`config.mk`:
```
export PLATFORM = sky130hd
export DESIGN_NAME = sys_top
export DESIGN_NICKNAME = d
export VERILOG_FILES = /design/src/design/sys_pkg.sv /design/src/design/sys_top.sv /design/src/design/scaler_window.sv /design/src/design/csync_gen.sv /design/src/design/sync_polarity_fix.sv /design/src/design/panel_io.sv /design/src/design/hps_cmd_decoder.sv
export SDC_FILE = /design/constraint.sdc
export NUM_CORES = 1
export LEC_CHECK = 0
export BUFFER_PORTS_ARGS = -buffer_cell sky130_fd_sc_hd__buf_2
export CORE_MARGIN = 1
export CORE_UTILIZATION = 45
export CTS_CLUSTER_SIZE = 20
export DETAILED_ROUTE_END_ITERATION = 8
export PLACE_DENSITY = 0.65
export RECOVER_POWER = 100
export SYNTH_ARGS = -nofsm -noshare
export SYNTH_HDL_FRONTEND = slang
export SYNTH_SLANG_ARGS = --single-unit
```
`constraint.sdc`:
```
create_clock -name clk_sys -period 4.93 [get_ports clk_sys]
set_input_delay 0.7395 -clock clk_sys [delete_from_list [all_inputs] [get_ports clk_sys]]
set_output_delay 0.7395 -clock clk_sys [all_outputs]
set_load 0.005 [all_outputs]
```
`src/design/sys_pkg.sv`:
```
// Video system shared definitions
`default_nettype none

package sys_pkg;

	////////////////////////////////////////////////////////////
	// Widths

	localparam int DIM_W      = 12;
	localparam int LED_W      = 8;
	localparam int VOL_W      = 5;
	localparam int SYNC_CNT_W = 16;
	localparam int WORD_CNT_W = 4;

	////////////////////////////////////////////////////////////
	// Host command codes

	localparam logic [7:0] CMD_TIMING = 8'h20;
	localparam logic [7:0] CMD_LED    = 8'h25;
	localparam logic [7:0] CMD_VOLUME = 8'h26;
	localparam logic [7:0] CMD_VSET   = 8'h27;
	localparam logic [7:0] CMD_HSET   = 8'h37;

	// Word positions inside the timing command
	localparam logic [WORD_CNT_W-1:0] TIMING_WORD_WIDTH  = 4'd0;
	localparam logic [WORD_CNT_W-1:0] TIMING_WORD_HEIGHT = 4'd4;

	////////////////////////////////////////////////////////////
	// Reset values

	localparam logic [DIM_W-1:0] DEF_WIDTH   = 12'd1920;
	localparam logic [DIM_W-1:0] DEF_HEIGHT  = 12'd1080;
	localparam logic [VOL_W-1:0] DEF_VOL_ATT = 5'd31;

	// Button debounce
	localparam int DEB_TICK  = 16;
	localparam int DEB_LEN   = 8;
	localparam int DEB_DIV_W = $clog2(DEB_TICK);

	////////////////////////////////////////////////////////////
	// Host word, seen as a command code or as a parameter

	typedef union packed {
		struct packed {
			logic [7:0] rsvd;
			logic [7:0] code;
		} cmd;
		struct packed {
			logic             flag;
			logic [2:0]       rsvd;
			logic [DIM_W-1:0] value;
		} param;
	} io_word_t;

endpackage

`default_nettype wire
```
`src/design/sys_top.sv`:
```
// Video system housekeeping top
`timescale 1ns/1ps
`default_nettype none

module sys_top import sys_pkg::*; (
	input  wire logic             clk_sys,
	input  wire logic             resetd,
	// Host bus
	input  wire io_word_t         i_io_din,
	input  wire logic             i_io_clk,
	input  wire logic             i_io_uio,
	// Core status and panel
	input  wire logic             i_led_user,
	input  wire logic [1:0]       i_led_power,
	input  wire logic [1:0]       i_led_disk,
	input  wire logic             i_btn_user_n,
	input  wire logic             i_btn_osd_n,
	input  wire logic             i_hs_raw,
	input  wire logic             i_vs_raw,
	output logic [LED_W-1:0]      o_led,
	output logic                  o_btn_user,
	output logic                  o_btn_osd,
	output logic [VOL_W-1:0]      o_vol_att,
	// Video sync and window
	output logic                  o_hs_fix,
	output logic                  o_vs_fix,
	output logic                  o_csync,
	output logic [DIM_W-1:0]      o_hmin,
	output logic [DIM_W-1:0]      o_hmax,
	output logic [DIM_W-1:0]      o_vmin,
	output logic [DIM_W-1:0]      o_vmax
);

	logic [DIM_W-1:0] cfg_width;
	logic [DIM_W-1:0] cfg_height;
	logic [DIM_W-1:0] vset;
	logic [DIM_W-1:0] hset;
	logic [LED_W-1:0] led_overtake;
	logic [LED_W-1:0] led_state;

	hps_cmd_decoder hps_cmd_decoder_i (
		.clk_sys        (clk_sys),
		.resetd         (resetd),
		.i_io_din       (i_io_din),
		.i_io_clk       (i_io_clk),
		.i_io_uio       (i_io_uio),
		.o_width        (cfg_width),
		.o_height       (cfg_height),
		.o_vset         (vset),
		.o_hset         (hset),
		.o_led_overtake (led_overtake),
		.o_led_state    (led_state),
		.o_vol_att      (o_vol_att)
	);

	panel_io panel_io_i (
		.clk_sys        (clk_sys),
		.resetd         (resetd),
		.i_btn_user_n   (i_btn_user_n),
		.i_btn_osd_n    (i_btn_osd_n),
		.i_led_user     (i_led_user),
		.i_led_power    (i_led_power),
		.i_led_disk     (i_led_disk),
		.i_led_overtake (led_overtake),
		.i_led_state    (led_state),
		.o_btn_user     (o_btn_user),
		.o_btn_osd      (o_btn_osd),
		.o_led          (o_led)
	);

	sync_polarity_fix sync_fix_h (
		.clk_sys (clk_sys),
		.resetd  (resetd),
		.i_sync  (i_hs_raw),
		.o_sync  (o_hs_fix)
	);

	sync_polarity_fix sync_fix_v (
		.clk_sys (clk_sys),
		.resetd  (resetd),
		.i_sync  (i_vs_raw),
		.o_sync  (o_vs_fix)
	);

	csync_gen csync_gen_i (
		.clk_sys (clk_sys),
		.resetd  (resetd),
		.i_hs    (o_hs_fix),
		.i_vs    (o_vs_fix),
		.o_csync (o_csync)
	);

	scaler_window scaler_window_i (
		.clk_sys  (clk_sys),
		.resetd   (resetd),
		.i_width  (cfg_width),
		.i_height (cfg_height),
		.i_vset   (vset),
		.i_hset   (hset),
		.o_hmin   (o_hmin),
		.o_hmax   (o_hmax),
		.o_vmin   (o_vmin),
		.o_vmax   (o_vmax)
	);

endmodule

`default_nettype wire

```
`src/design/scaler_window.sv`:
```
// Scaler output window
`timescale 1ns/1ps
`default_nettype none

module scaler_window import sys_pkg::*; (
	input  wire logic             clk_sys,
	input  wire logic             resetd,
	input  wire logic [DIM_W-1:0] i_width,
	input  wire logic [DIM_W-1:0] i_height,
	input  wire logic [DIM_W-1:0] i_vset,
	input  wire logic [DIM_W-1:0] i_hset,
	output logic [DIM_W-1:0]      o_hmin,
	output logic [DIM_W-1:0]      o_hmax,
	output logic [DIM_W-1:0]      o_vmin,
	output logic [DIM_W-1:0]      o_vmax
);

	logic [DIM_W-1:0] width_q;
	logic [DIM_W-1:0] height_q;
	logic [DIM_W-1:0] used_w;
	logic [DIM_W-1:0] used_h;
	logic [DIM_W-1:0] hpad;
	logic [DIM_W-1:0] vpad;

	// Half the unused border on each side
	assign hpad = (width_q - used_w) >> 1;
	assign vpad = (height_q - used_h) >> 1;

	always_ff @(posedge clk_sys) begin
		if (resetd) begin
			width_q  <= '0;
			height_q <= '0;
			used_w   <= '0;
			used_h   <= '0;
			o_hmin   <= '0;
			o_hmax   <= '0;
			o_vmin   <= '0;
			o_vmax   <= '0;
		end else begin
			// Stage 1, limit the used size
			width_q  <= i_width;
			height_q <= i_height;
			used_w   <= (i_hset != '0 && i_hset < i_width) ? i_hset : i_width;
			used_h   <= (i_vset != '0 && i_vset < i_height) ? i_vset : i_height;

			// Stage 2, center the window
			o_hmin <= hpad;
			o_hmax <= hpad + used_w - 1'b1;
			o_vmin <= vpad;
			o_vmax <= vpad + used_h - 1'b1;
		end
	end

	a_window_order: assert property (@(posedge clk_sys) disable iff (resetd)
		(o_hmax >= o_hmin) && (o_vmax >= o_vmin));

endmodule

`default_nettype wire

```
`src/design/csync_gen.sv`:
```
// Composite sync generator
`timescale 1ns/1ps
`default_nettype none

module csync_gen import sys_pkg::*; (
	input  wire logic clk_sys,
	input  wire logic resetd,
	input  wire logic i_hs,
	input  wire logic i_vs,
	output logic      o_csync
);

	logic                  hs_d;
	logic                  vs_q;
	logic                  pulse;
	logic [SYNC_CNT_W-1:0] h_cnt;
	logic [SYNC_CNT_W-1:0] line_len;
	logic [SYNC_CNT_W-1:0] hs_len;

	always_ff @(posedge clk_sys) begin
		if (resetd) begin
			hs_d     <= 1'b0;
			vs_q     <= 1'b0;
			pulse    <= 1'b0;
			h_cnt    <= '0;
			line_len <= '0;
			hs_len   <= '0;
		end else begin
			hs_d <= i_hs;
			vs_q <= i_vs;

			// Counter restarts on each hsync edge
			if (hs_d != i_hs) begin
				h_cnt <= '0;
				if (i_hs)
					line_len <= h_cnt - hs_len;
				else
					hs_len <= h_cnt;
			end else begin
				h_cnt <= h_cnt + 1'b1;
			end

			// Serration pulse, shifted one hsync length early
			if (!i_vs)
				pulse <= i_hs;
			else if (i_hs & ~hs_d)
				pulse <= 1'b0;
			else if (h_cnt == line_len)
				pulse <= 1'b1;
		end
	end

	// Plain hsync outside vsync, inverted serration inside
	assign o_csync = vs_q ^ pulse;

endmodule

`default_nettype wire

```
`src/design/sync_polarity_fix.sv`:
```
// Sync polarity normalizer
`timescale 1ns/1ps
`default_nettype none

module sync_polarity_fix import sys_pkg::*; (
	input  wire logic clk_sys,
	input  wire logic resetd,
	input  wire logic i_sync,
	output logic      o_sync
);

	logic                  sync_q;
	logic                  sync_d;
	logic                  rise;
	logic                  fall;
	logic [SYNC_CNT_W-1:0] run_cnt;
	logic [SYNC_CNT_W-1:0] hi_len;
	logic [SYNC_CNT_W-1:0] lo_len;
	logic                  pol;

	assign rise = sync_q & ~sync_d;
	assign fall = ~sync_q & sync_d;

	always_ff @(posedge clk_sys) begin
		if (resetd) begin
			sync_q  <= 1'b0;
			sync_d  <= 1'b0;
			run_cnt <= '0;
			hi_len  <= '0;
			lo_len  <= '0;
			pol     <= 1'b0;
		end else begin
			sync_q <= i_sync;
			sync_d <= sync_q;

			// Length of the current level, held at full scale
			if (rise | fall)
				run_cnt <= '0;
			else if (run_cnt != '1)
				run_cnt <= run_cnt + 1'b1;

			// A low period just ended
			if (rise) begin
				lo_len <= run_cnt;
				pol    <= hi_len > run_cnt;
			end
			// A high period just ended
			if (fall) begin
				hi_len <= run_cnt;
				pol    <= run_cnt > lo_len;
			end
		end
	end

	// Longer high level means the sync is active low
	assign o_sync = i_sync ^ pol;

endmodule

`default_nettype wire

```
`src/design/panel_io.sv`:
```
// Buttons and main board LEDs
`timescale 1ns/1ps
`default_nettype none

module panel_io import sys_pkg::*; (
	input  wire logic             clk_sys,
	input  wire logic             resetd,
	input  wire logic             i_btn_user_n,
	input  wire logic             i_btn_osd_n,
	input  wire logic             i_led_user,
	input  wire logic [1:0]       i_led_power,
	input  wire logic [1:0]       i_led_disk,
	input  wire logic [LED_W-1:0] i_led_overtake,
	input  wire logic [LED_W-1:0] i_led_state,
	output logic                  o_btn_user,
	output logic                  o_btn_osd,
	output logic [LED_W-1:0]      o_led
);

	logic [DEB_DIV_W-1:0] div;
	logic                 tick;
	logic [1:0]           btn_raw;
	logic [DEB_LEN-1:0]   deb_sr   [2];
	logic [DEB_LEN-1:0]   deb_next [2];
	logic [1:0]           btn_q;
	logic                 power_on;
	logic                 disk_on;

	////////////////////////////////////////////////////////////
	// Debounce

	// Index 0 is the user button, index 1 the OSD button
	assign btn_raw = ~{i_btn_osd_n, i_btn_user_n};
	assign tick    = (div == DEB_DIV_W'(DEB_TICK - 1));

	always_comb begin
		for (int i = 0; i < 2; i++)
			deb_next[i] = {deb_sr[i][DEB_LEN-2:0], btn_raw[i]};
	end

	always_ff @(posedge clk_sys) begin
		if (resetd) begin
			div   <= '0;
			btn_q <= '0;
			for (int i = 0; i < 2; i++)
				deb_sr[i] <= '0;
		end else begin
			div <= tick ? '0 : div + 1'b1;
			if (tick) begin
				for (int i = 0; i < 2; i++) begin
					deb_sr[i] <= deb_next[i];
					if (&deb_next[i])
						btn_q[i] <= 1'b1;
					if (~|deb_next[i])
						btn_q[i] <= 1'b0;
				end
			end
		end
	end

	assign o_btn_user = btn_q[0];
	assign o_btn_osd  = btn_q[1];

	////////////////////////////////////////////////////////////
	// LEDs

	assign power_on = i_led_power[1] ? i_led_power[0] : 1'b0;
	// Disk LED shows its own value bit whether or not it is overridden
	assign disk_on  = i_led_disk[0];

	assign o_led = (i_led_overtake & i_led_state) |
		(~i_led_overtake & {3'b000, power_on, 1'b0, disk_on, 1'b0, i_led_user});

endmodule

`default_nettype wire

```
`src/design/hps_cmd_decoder.sv`:
```
// Host command decoder
`timescale 1ns/1ps
`default_nettype none

module hps_cmd_decoder import sys_pkg::*; (
	input  wire logic             clk_sys,
	input  wire logic             resetd,
	input  wire io_word_t         i_io_din,
	input  wire logic             i_io_clk,
	input  wire logic             i_io_uio,
	output logic [DIM_W-1:0]      o_width,
	output logic [DIM_W-1:0]      o_height,
	output logic [DIM_W-1:0]      o_vset,
	output logic [DIM_W-1:0]      o_hset,
	output logic [LED_W-1:0]      o_led_overtake,
	output logic [LED_W-1:0]      o_led_state,
	output logic [VOL_W-1:0]      o_vol_att
);

	logic                  io_clk_q;
	logic                  io_clk_d;
	io_word_t              din_q;
	logic                  strobe;
	logic                  has_cmd;
	logic [7:0]            cmd;
	logic [WORD_CNT_W-1:0] word_cnt;

	// Word is captured together with the strobe sample
	always_ff @(posedge clk_sys) begin
		din_q <= i_io_din;
	end

	// One cycle pulse on the sampled strobe rise
	assign strobe = io_clk_q & ~io_clk_d;

	always_ff @(posedge clk_sys) begin
		if (resetd) begin
			io_clk_q       <= 1'b0;
			io_clk_d       <= 1'b0;
			has_cmd        <= 1'b0;
			cmd            <= '0;
			word_cnt       <= '0;
			o_width        <= DEF_WIDTH;
			o_height       <= DEF_HEIGHT;
			o_vset         <= '0;
			o_hset         <= '0;
			o_led_overtake <= '0;
			o_led_state    <= '0;
			o_vol_att      <= DEF_VOL_ATT;
		end else begin
			io_clk_q <= i_io_clk;
			io_clk_d <= io_clk_q;

			if (!i_io_uio) begin
				// Frame closed, next word opens a new command
				has_cmd <= 1'b0;
				cmd     <= '0;
			end else if (strobe) begin
				if (!has_cmd) begin
					has_cmd  <= 1'b1;
					cmd      <= din_q.cmd.code;
					word_cnt <= '0;
				end else begin
					if (word_cnt != '1)
						word_cnt <= word_cnt + 1'b1;

					case (cmd)
						CMD_TIMING: begin
							// Porches and sync widths are not used here
							if (word_cnt == TIMING_WORD_WIDTH)
								o_width <= din_q.param.value;
							if (word_cnt == TIMING_WORD_HEIGHT)
								o_height <= din_q.param.value;
						end
						CMD_LED: begin
							{o_led_overtake, o_led_state} <= din_q;
						end
						CMD_VOLUME: begin
							o_vol_att <= din_q.param.value[VOL_W-1:0];
						end
						CMD_VSET: begin
							o_vset <= din_q.param.value;
						end
						CMD_HSET: begin
							o_hset <= din_q.param.value;
						end
						default: begin
						end
					endcase
				end
			end
		end
	end

	////////////////////////////////////////////////////////////
	// Checks

	// Any config register change must come from a word taken under a held command
	a_write_needs_cmd: assert property (@(posedge clk_sys) disable iff (resetd)
		!$stable({o_width, o_height, o_vset, o_hset, o_led_overtake, o_led_state, o_vol_att})
		|-> $past(has_cmd && i_io_uio && strobe));

endmodule

`default_nettype wire

```
==> impl_metrics.py, run 1 <==
metrics = {
    "job": {
        "cap_viol_max_count": 2,
    },
    "status": {
        "status": "finished, violations left",
        "violations": "capacitance limit, slew limit",
    },
    "global_routing": {
        "antenna_found_initial": 0,
        "met1_usage": 0.2600,
        "track_usage": 0.1928,
        "met2_usage": 0.3108,
        "met3_usage": 0.02669,
        "grt_overflow": 0,
        "grt_pass1_vias": 13700,
        "grt_pass1_wl_um": 65820,
        "top_usage_layer": "met2",
        "grt_max_degree": 93,
    },
    "timing": {
        "relSlewSlack": -1.117,
        "max_freq_mhz": 277.6,
        "min_period_over_period": 0.7308,
        "whs_ns": 0.2516,
        "worstMarginPinSlew_ns": 3.176,
        "finalCriticalPeriod_ns": 3.603,
        "finalHoldViolations": 0,
        "rsz0062_at_grt": "no",
        "fin_tns_setup_ns": 0,
        "skew_ns": 0.03752,
        "setup_viol": 0,
        "slew_violations": 120,
    },
    "floorplanning": {
        "fp.coreArea_sq_mm": 0.03991,
        "ios": 95,
        "die_area_sq_mm": 0.04138,
        "initial_core_util": 0.4574,
        "die_h_um": 203.4,
        "rows": 73,
        "die_width_um": 203.4,
    },
    "detailed_routing": {
        "ant_nets": 0,
        "drcViolationCount": 0,
        "avgRoutedWirePerCell_um": 14.57,
        "vias": 14020,
        "wirelength_um": 39240,
        "drt-vias-per-instance": 5.207,
        "drt_iter0_drc": 651,
        "drt_pass1_iterations": 5,
    },
    "cells_and_area": {
        "final_layout_size_suffix_gt1_frac": 0.06042,
        "num-fill-cells": 3724,
        "syn_to_final_growth_pct": 12.09,
        "diodes": 0,
        "nets": 2344,
    },
    "clock_tree": {
        "clock_path_buffers": 3,
        "cts.clk_slew.worst_paths_ns": 0.06,
        "cts_tree": "done",
        "cts-root-buf": "clkbuf_16",
        "cts_resized": 0,
        "cts.sinks": 367,
        "htree_num_levels": 2,
        "numCtsBuffers": 41,
        "post_cts_buffers": 0,
        "cts_hold_buf": 0,
        "insertion_delay_ns": 0.58,
    },
    "logic_synthesis": {
        "synthFlopType": "dfxtp_1",
        "synth_most_common_cell": "dfxtp_1",
        "netlist_instances": 2069,
        "ys_top_cells_by_count": "dfxtp_1, nor2_1, inv_1, ha_1, nand2_1",
        "ys_types": 68,
        "synth_edf_count": 14,
        "yosysTopAreaCell": "dfxtp_1",
        "yosysTopAreaCellShare": 0.3871,
        "async_flop_share": 0,
        "yosys_warnings": 0,
        "seq_area_frac_synth": 0.4101,
        "avgSynthCellArea_sq_um": 8.824,
        "syn-cell-area_sq_mm": 0.01826,
        "synth_top_cells_by_area": "dfxtp_1, ha_1, nor2_1",
        "ys_ff_latch": 367,
    },
    "worst_setup_path": {
        "worstReg2RegStart": "scaler_window_i.used_w[0]",
        "startpoint_type": "flop",
        "worstPathMaxFanout": 3,
        "crit_path_end_kind": "flop",
        "crit_path_start": "scaler_window_i.used_w[0]",
        "crit_type": "reg2reg",
        "slowest_stage": "o41a_1",
        "critPathMaxStageDelay_ns": 0.34,
        "crit_path_cell_trace": "nor2b_1 > fa_1 > nor2b_1 > o21ai_0 > a21oi_1 > o41a_1 > xnor2_1 > ha_1 > inv_1 > ha_1 > or3_1 > or2_2 > a311o_1 > xnor2_1 > nor2_1",
        "critPathRequiredTime_ns": 5.33,
        "cp_data_arrival_time_ns": 4.00,
    },
    "power": {
        "power.density_mw_per_mm2": 343.3,
        "vdd_drop_max_mv": 0.2507,
        "p_leak_uw": 0.008455,
    },
    "worst_hold_path": {
        "hold_start": "i_io_din[1]",
        "min_path_type": "in2reg",
    },
    "placement": {
        "gp_congestion": 0.8661,
        "portBuffers": 91,
        "dp_hpwl_um": 28240,
    },
}
## layer usage
| layer | wire length (um) | vias up | share of wire |
|---|---|---|---|
| met1 | 19380 | 6548 | 0.49 |
| met4 | 1110 | 0 | 0.028 |
| met2 | 17520 | 184 | 0.45 |
| li1 | - | 7222 | - |
| met5 | 0 | - | 0 |
| met3 | 1218 | 69 | 0.031 |
## placed cells by master (no fill, tap or decap), types with 11 or more instances in the layout
cell       synthesis  routed
a211o_1           15      15
a211oi_1          14      14
a21o_1            27      27
a21oi_1          118     118
a221o_1           27      27
a22oi_1           25      25
a31oi_1           13      13
and2_0             1      14
and3_1            21      21
buf_2              6      48
clkbuf_1          47      53
clkbuf_16          0      41
clkbuf_8           0      11
dfxtp_1          353     353
edfxtp_1          14      14
ha_1             175     175
inv_1            200     200
mux2i_1          102     102
nand2_1          160     160
nand2b_1          16      16
nand3_1           32      32
nand4_1           33      33
nor2_1           299     299
nor2b_1           29      29
nor3_1            34      34
nor4_1            13      13
o21a_1            14      14
o21ai_0           52      52
xnor2_1           67      67
xor2_1            29      29
## final timing paths
check,end,depth (start not counted),slack (ns)
max,scaler_window_i.o_hmax[11],15,1.33
min,hps_cmd_decoder_i.din_q[1],1,0.25
max reg2reg,scaler_window_i.o_hmax[11],15,1.33
min reg2reg,hps_cmd_decoder_i.o_led_overtake[6],2,0.44
## state kept, by name, indices dropped and copies added, names as in the netlist, 14 cells and up
signal and cells:
sync_fix_v.run_cnt 16, sync_fix_h.run_cnt 16, panel_io_i.deb_sr 14, sync_fix_v.hi_len 16, hps_cmd_decoder_i.din_q 16, sync_fix_h.hi_len 16, csync_gen_i.h_cnt 16, csync_gen_i.hs_len 16
csync_gen_i.line_len 16, sync_fix_v.lo_len 16, sync_fix_h.lo_len 16
## through the flow
| stage | util | instances | total power, uW | cell area [sq um] | setup WS (ns) |
|---|---|---|---|---|---|
| 4_1_cts | 0.5148 | 2693 | 7131 | 20550 | 1.331 |
| 5_1_grt | 0.5127 | 2693 | 7342 | 20460 | 1.062 |
| 3_3_place_gp | 0.4787 | 2617 | 3903 | 19110 | 1.408 |
| 3_5_place_dp | 0.4787 | 2617 | 3919 | 19110 | 1.370 |
| 6_report | 0.5127 | 2693 | 7025 | 20460 | 1.327 |
| 2_1_floorplan | - | 2070 | 3694 | 18260 | 1.643 |
## power by group
group	internal [uW]	total [uW]	switching [uW]
Clock	1930	3190	1260
Combinational	292	680	388
Sequential	3090	3160	72.4
## logic make-up after synthesis
logic type,after synthesis,share of synthesized area
compound gates,353,0.1282
xor+xnor,96,0.04606
fa+ha+maj,180,0.1254
buf+inv,275,0.05867
flops,367,0.4101
mux,105,0.05778
other cells,1,0.0002054
simple gates,692,0.1735
## cell type report
type	count	area [sq um]	area share
clock inverters	16	235.2	0.01149
clock buffers	60	1207	0.05900
inverters	200	750.7	0.03669
well taps	525	656.9	0.03210
repair buffers	97	442.9	0.02164
flip-flops and latches	367	7487	0.3659
multi-input cells	1428	9683	0.4732
## critical path, delay by kind of cell (launching register included)
| kind | cells | cell delay (ns) |
|---|---|---|
| AOI/OAI and AO/OA | 4 | 1.03 |
| xor gates and xnor gates | 2 | 0.31 |
| adders and majority gates | 3 | 0.73 |
| buffers and inverters | 1 | 0.04 |
| DFF | 1 | 0.32 |
| and+or+nand+nor | 5 | 0.98 |
Power figures use the tool's default switching activity.
==> run 2: changes to the inputs <==
==> constraint.sdc (replaced) <==
create_clock -name clk_sys -period 3.46 [get_ports clk_sys]
set_input_delay 0.519 -clock clk_sys [delete_from_list [all_inputs] [get_ports clk_sys]]
set_output_delay 0.519 -clock clk_sys [all_outputs]
set_load 0.005 [all_outputs]
==> run 2 against run 1 <==
Effect of this change: the run still ends with capacitance limit, slew limit left; die area is the same; setup slack got worse by 1.2 ns; first-iteration DRC count up 6.6%; sequential power up 42%; final cell count grew 1.2%; via count is 0.88% higher; critical path depth stayed put; cell area increased by 1.8%; worst hold slack got worse by 0.21 ns; clock skew decreased by 0.021 ns; clock-buffer cell count stayed put; critical path type unchanged.
==> impl_metrics.py, run 2 (synthesized netlist as in run 1, its figures left out) <==
metrics = {
    "timing": {
        "slew_violations": 83,
        "skew_ns": 0.01635,
        "rsz0062_at_grt": "yes",
        "finalHoldViolations": 0,
        "min_period_over_period": 0.9693,
        "finalCriticalPeriod_ns": 3.354,
        "worstMarginPinSlew_ns": 2.021,
        "relSlewSlack": -0.3471,
        "worst_slack_ns": 0.1061,
        "setup_viol": 0,
        "max_freq_mhz": 298.2,
    },
    "cells_and_area": {
        "diodes": 0,
        "nets": 2378,
        "final_cell_mix": "dfxtp_1, nor2_1, inv_1, ha_1, nand2_1",
        "final_common_cell": "dfxtp_1",
        "final_layout_size_suffix_gt1_frac": 0.08868,
        "syn_to_final_growth_pct": 14.08,
        "fin_area_sq_mm": 0.02083,
    },
    "floorplanning": {
        "die_width_um": 203.4,
        "ios": 95,
        "fp.coreArea_sq_mm": 0.03991,
        "rows": 73,
        "die_area_sq_mm": 0.04138,
        "die_h_um": 203.4,
        "initial_core_util": 0.4574,
    },
    "placement": {
        "dp_hpwl_um": 28530,
        "portBuffers": 91,
        "gp_congestion": 0.8145,
        "pre_cts_slack_ns": -0.05100,
        "placed_area_sq_mm": 0.01934,
    },
    "clock_tree": {
        "cts_hold_buf": 0,
        "cts.clk_slew.worst_paths_ns": 0.06,
        "numCtsBuffers": 42,
        "clock_path_buffers": 3,
        "cts-root-buf": "clkbuf_16",
        "cts.sinks": 367,
        "htree_num_levels": 2,
        "insertion_delay_ns": 0.56,
        "cts_tree": "done",
    },
    "worst_setup_path": {
        "crit_type": "reg2reg",
        "crit_path_start": "scaler_window_i.used_w[2]",
        "worstReg2RegStart": "scaler_window_i.used_w[2]",
        "startpoint_type": "flop",
        "crit_path_end_kind": "flop",
        "critPathRequiredTime_ns": 3.89,
        "worstPathMaxFanout": 4,
        "cp_data_arrival_time_ns": 3.79,
    },
    "global_routing": {
        "grt_max_degree": 84,
        "grt_pass1_vias": 13380,
        "track_usage": 0.1932,
        "antenna_found_initial": 0,
        "grt_pass1_wl_um": 66010,
        "grt_overflow": 0,
    },
    "worst_hold_path": {
        "min_path_type": "in2reg",
        "hold_start": "i_io_din[15]",
    },
    "power": {
        "vdd_drop_max_mv": 0.3490,
        "p_leak_uw": 0.008668,
        "power.density_mw_per_mm2": 485.2,
    },
    "detailed_routing": {
        "ant_nets": 0,
        "met1Wirelength_um": 19900,
        "wirelength_um": 40100,
        "top_layer_used": "met4",
        "dr_wl_met3_um": 1381,
        "vias": 14150,
        "avgRoutedWirePerCell_um": 14.72,
        "drt_pass1_iterations": 6,
        "drt-vias-per-instance": 5.193,
        "drcViolationCount": 0,
        "drt_iter0_drc": 694,
        "wl_met2_um": 18100,
    },
    "job": {
        "cap_viol_max_count": 1,
    },
    "status": {
        "status": "finished, violations left",
        "violations": "capacitance limit, slew limit",
    },
}
==> run 2: cell count changes in the layout (fill, tap and decap cells not counted), sizes merged <==
| cell | delta |
|---|---|
| buf | +36 |
| inv | +1 |
| clkinvlp | +1 |
| clkinv | -4 |
| clkbuf | -3 |
==> run 2: repair_timing <==
| action | in CTS | in global routing |
|---|---|---|
| resized for setup | 3 | 31 |
| pin swaps | 0 | 14 |
| setup buffers | 0 | 4 |
| endpoints found under the setup margin | 1 | 9 |
| endpoints found under the hold margin | 0 | 0 |
| gates cloned | 0 | 0 |
==> run 2: routing by layer <==
layer / GRT usage / vias to the layer above
met3: 0.02972 / 44
met5: 0 / -
li1: - / 7270
met1: 0.2669 / 6606
met4: 0.05881 / 0
met2: 0.3092 / 227
==> run 2: metrics by stage <==
stage / instances / setup TNS (ns) / util / total power (uW) / hold slack [ns]
2_1_floorplan: 2070 / 0 / - / 5264 / 0.4176
3_3_place_gp: 2646 / -0.01745 / 0.4845 / 5586 / 0.4258
3_5_place_dp: 2646 / -0.05100 / 0.4845 / 5610 / 0.4400
4_1_cts: 2720 / 0 / 0.5205 / 10210 / 0.02423
5_1_grt: 2724 / -0.09200 / 0.5218 / 10540 / 0.02445
6_report: 2724 / 0 / 0.5218 / 10100 / 0.04649
==> run 2: worst max-delay path, cell delays in order (launching register included) <==
cell,delay (ns)
dfxtp_1,0.32
inv_2,0.05
ha_4,0.25
nor2b_2,0.15
o21ai_2,0.18
a21oi_2,0.10
o41a_1,0.41
xnor2_2,0.16
ha_1,0.27
inv_1,0.04
ha_2,0.18
or3_4,0.32
or2_4,0.24
a311o_1,0.37
xnor2_1,0.14
nor2_1,0.05
==> run 2: report_power, final <==
| part | total, uW | internal, uW | switching (uW) |
|---|---|---|---|
| clock | 4580 | 2790 | 1780 |
| combinational | 1020 | 453 | 572 |
| sequential | 4500 | 4400 | 106 |
| total | 10100 | 7640 | 2460 |
==> run 2: layout make-up <==
type                    instances  area (sq um)
clock buffers                  60          1240
clock inverters                14         192.7
fillers                      3673         19090
inverters                     200         750.7
multi-input cells            1428          9796
flip-flops and latches        367          7491
well taps                     525         656.9
repair buffers                130         700.7
==> run 2: worst paths after layout <==
| kind | cells past startpoint | endpoint | slack, ns |
|---|---|---|---|
| max | 15 | scaler_window_i.o_hmax[11] | 0.11 |
| min | 1 | hps_cmd_decoder_i.din_q[15] | 0.05 |
| max reg2reg | 15 | scaler_window_i.o_hmax[11] | 0.11 |
| min reg2reg | 2 | hps_cmd_decoder_i.o_led_overtake[4] | 0.44 |
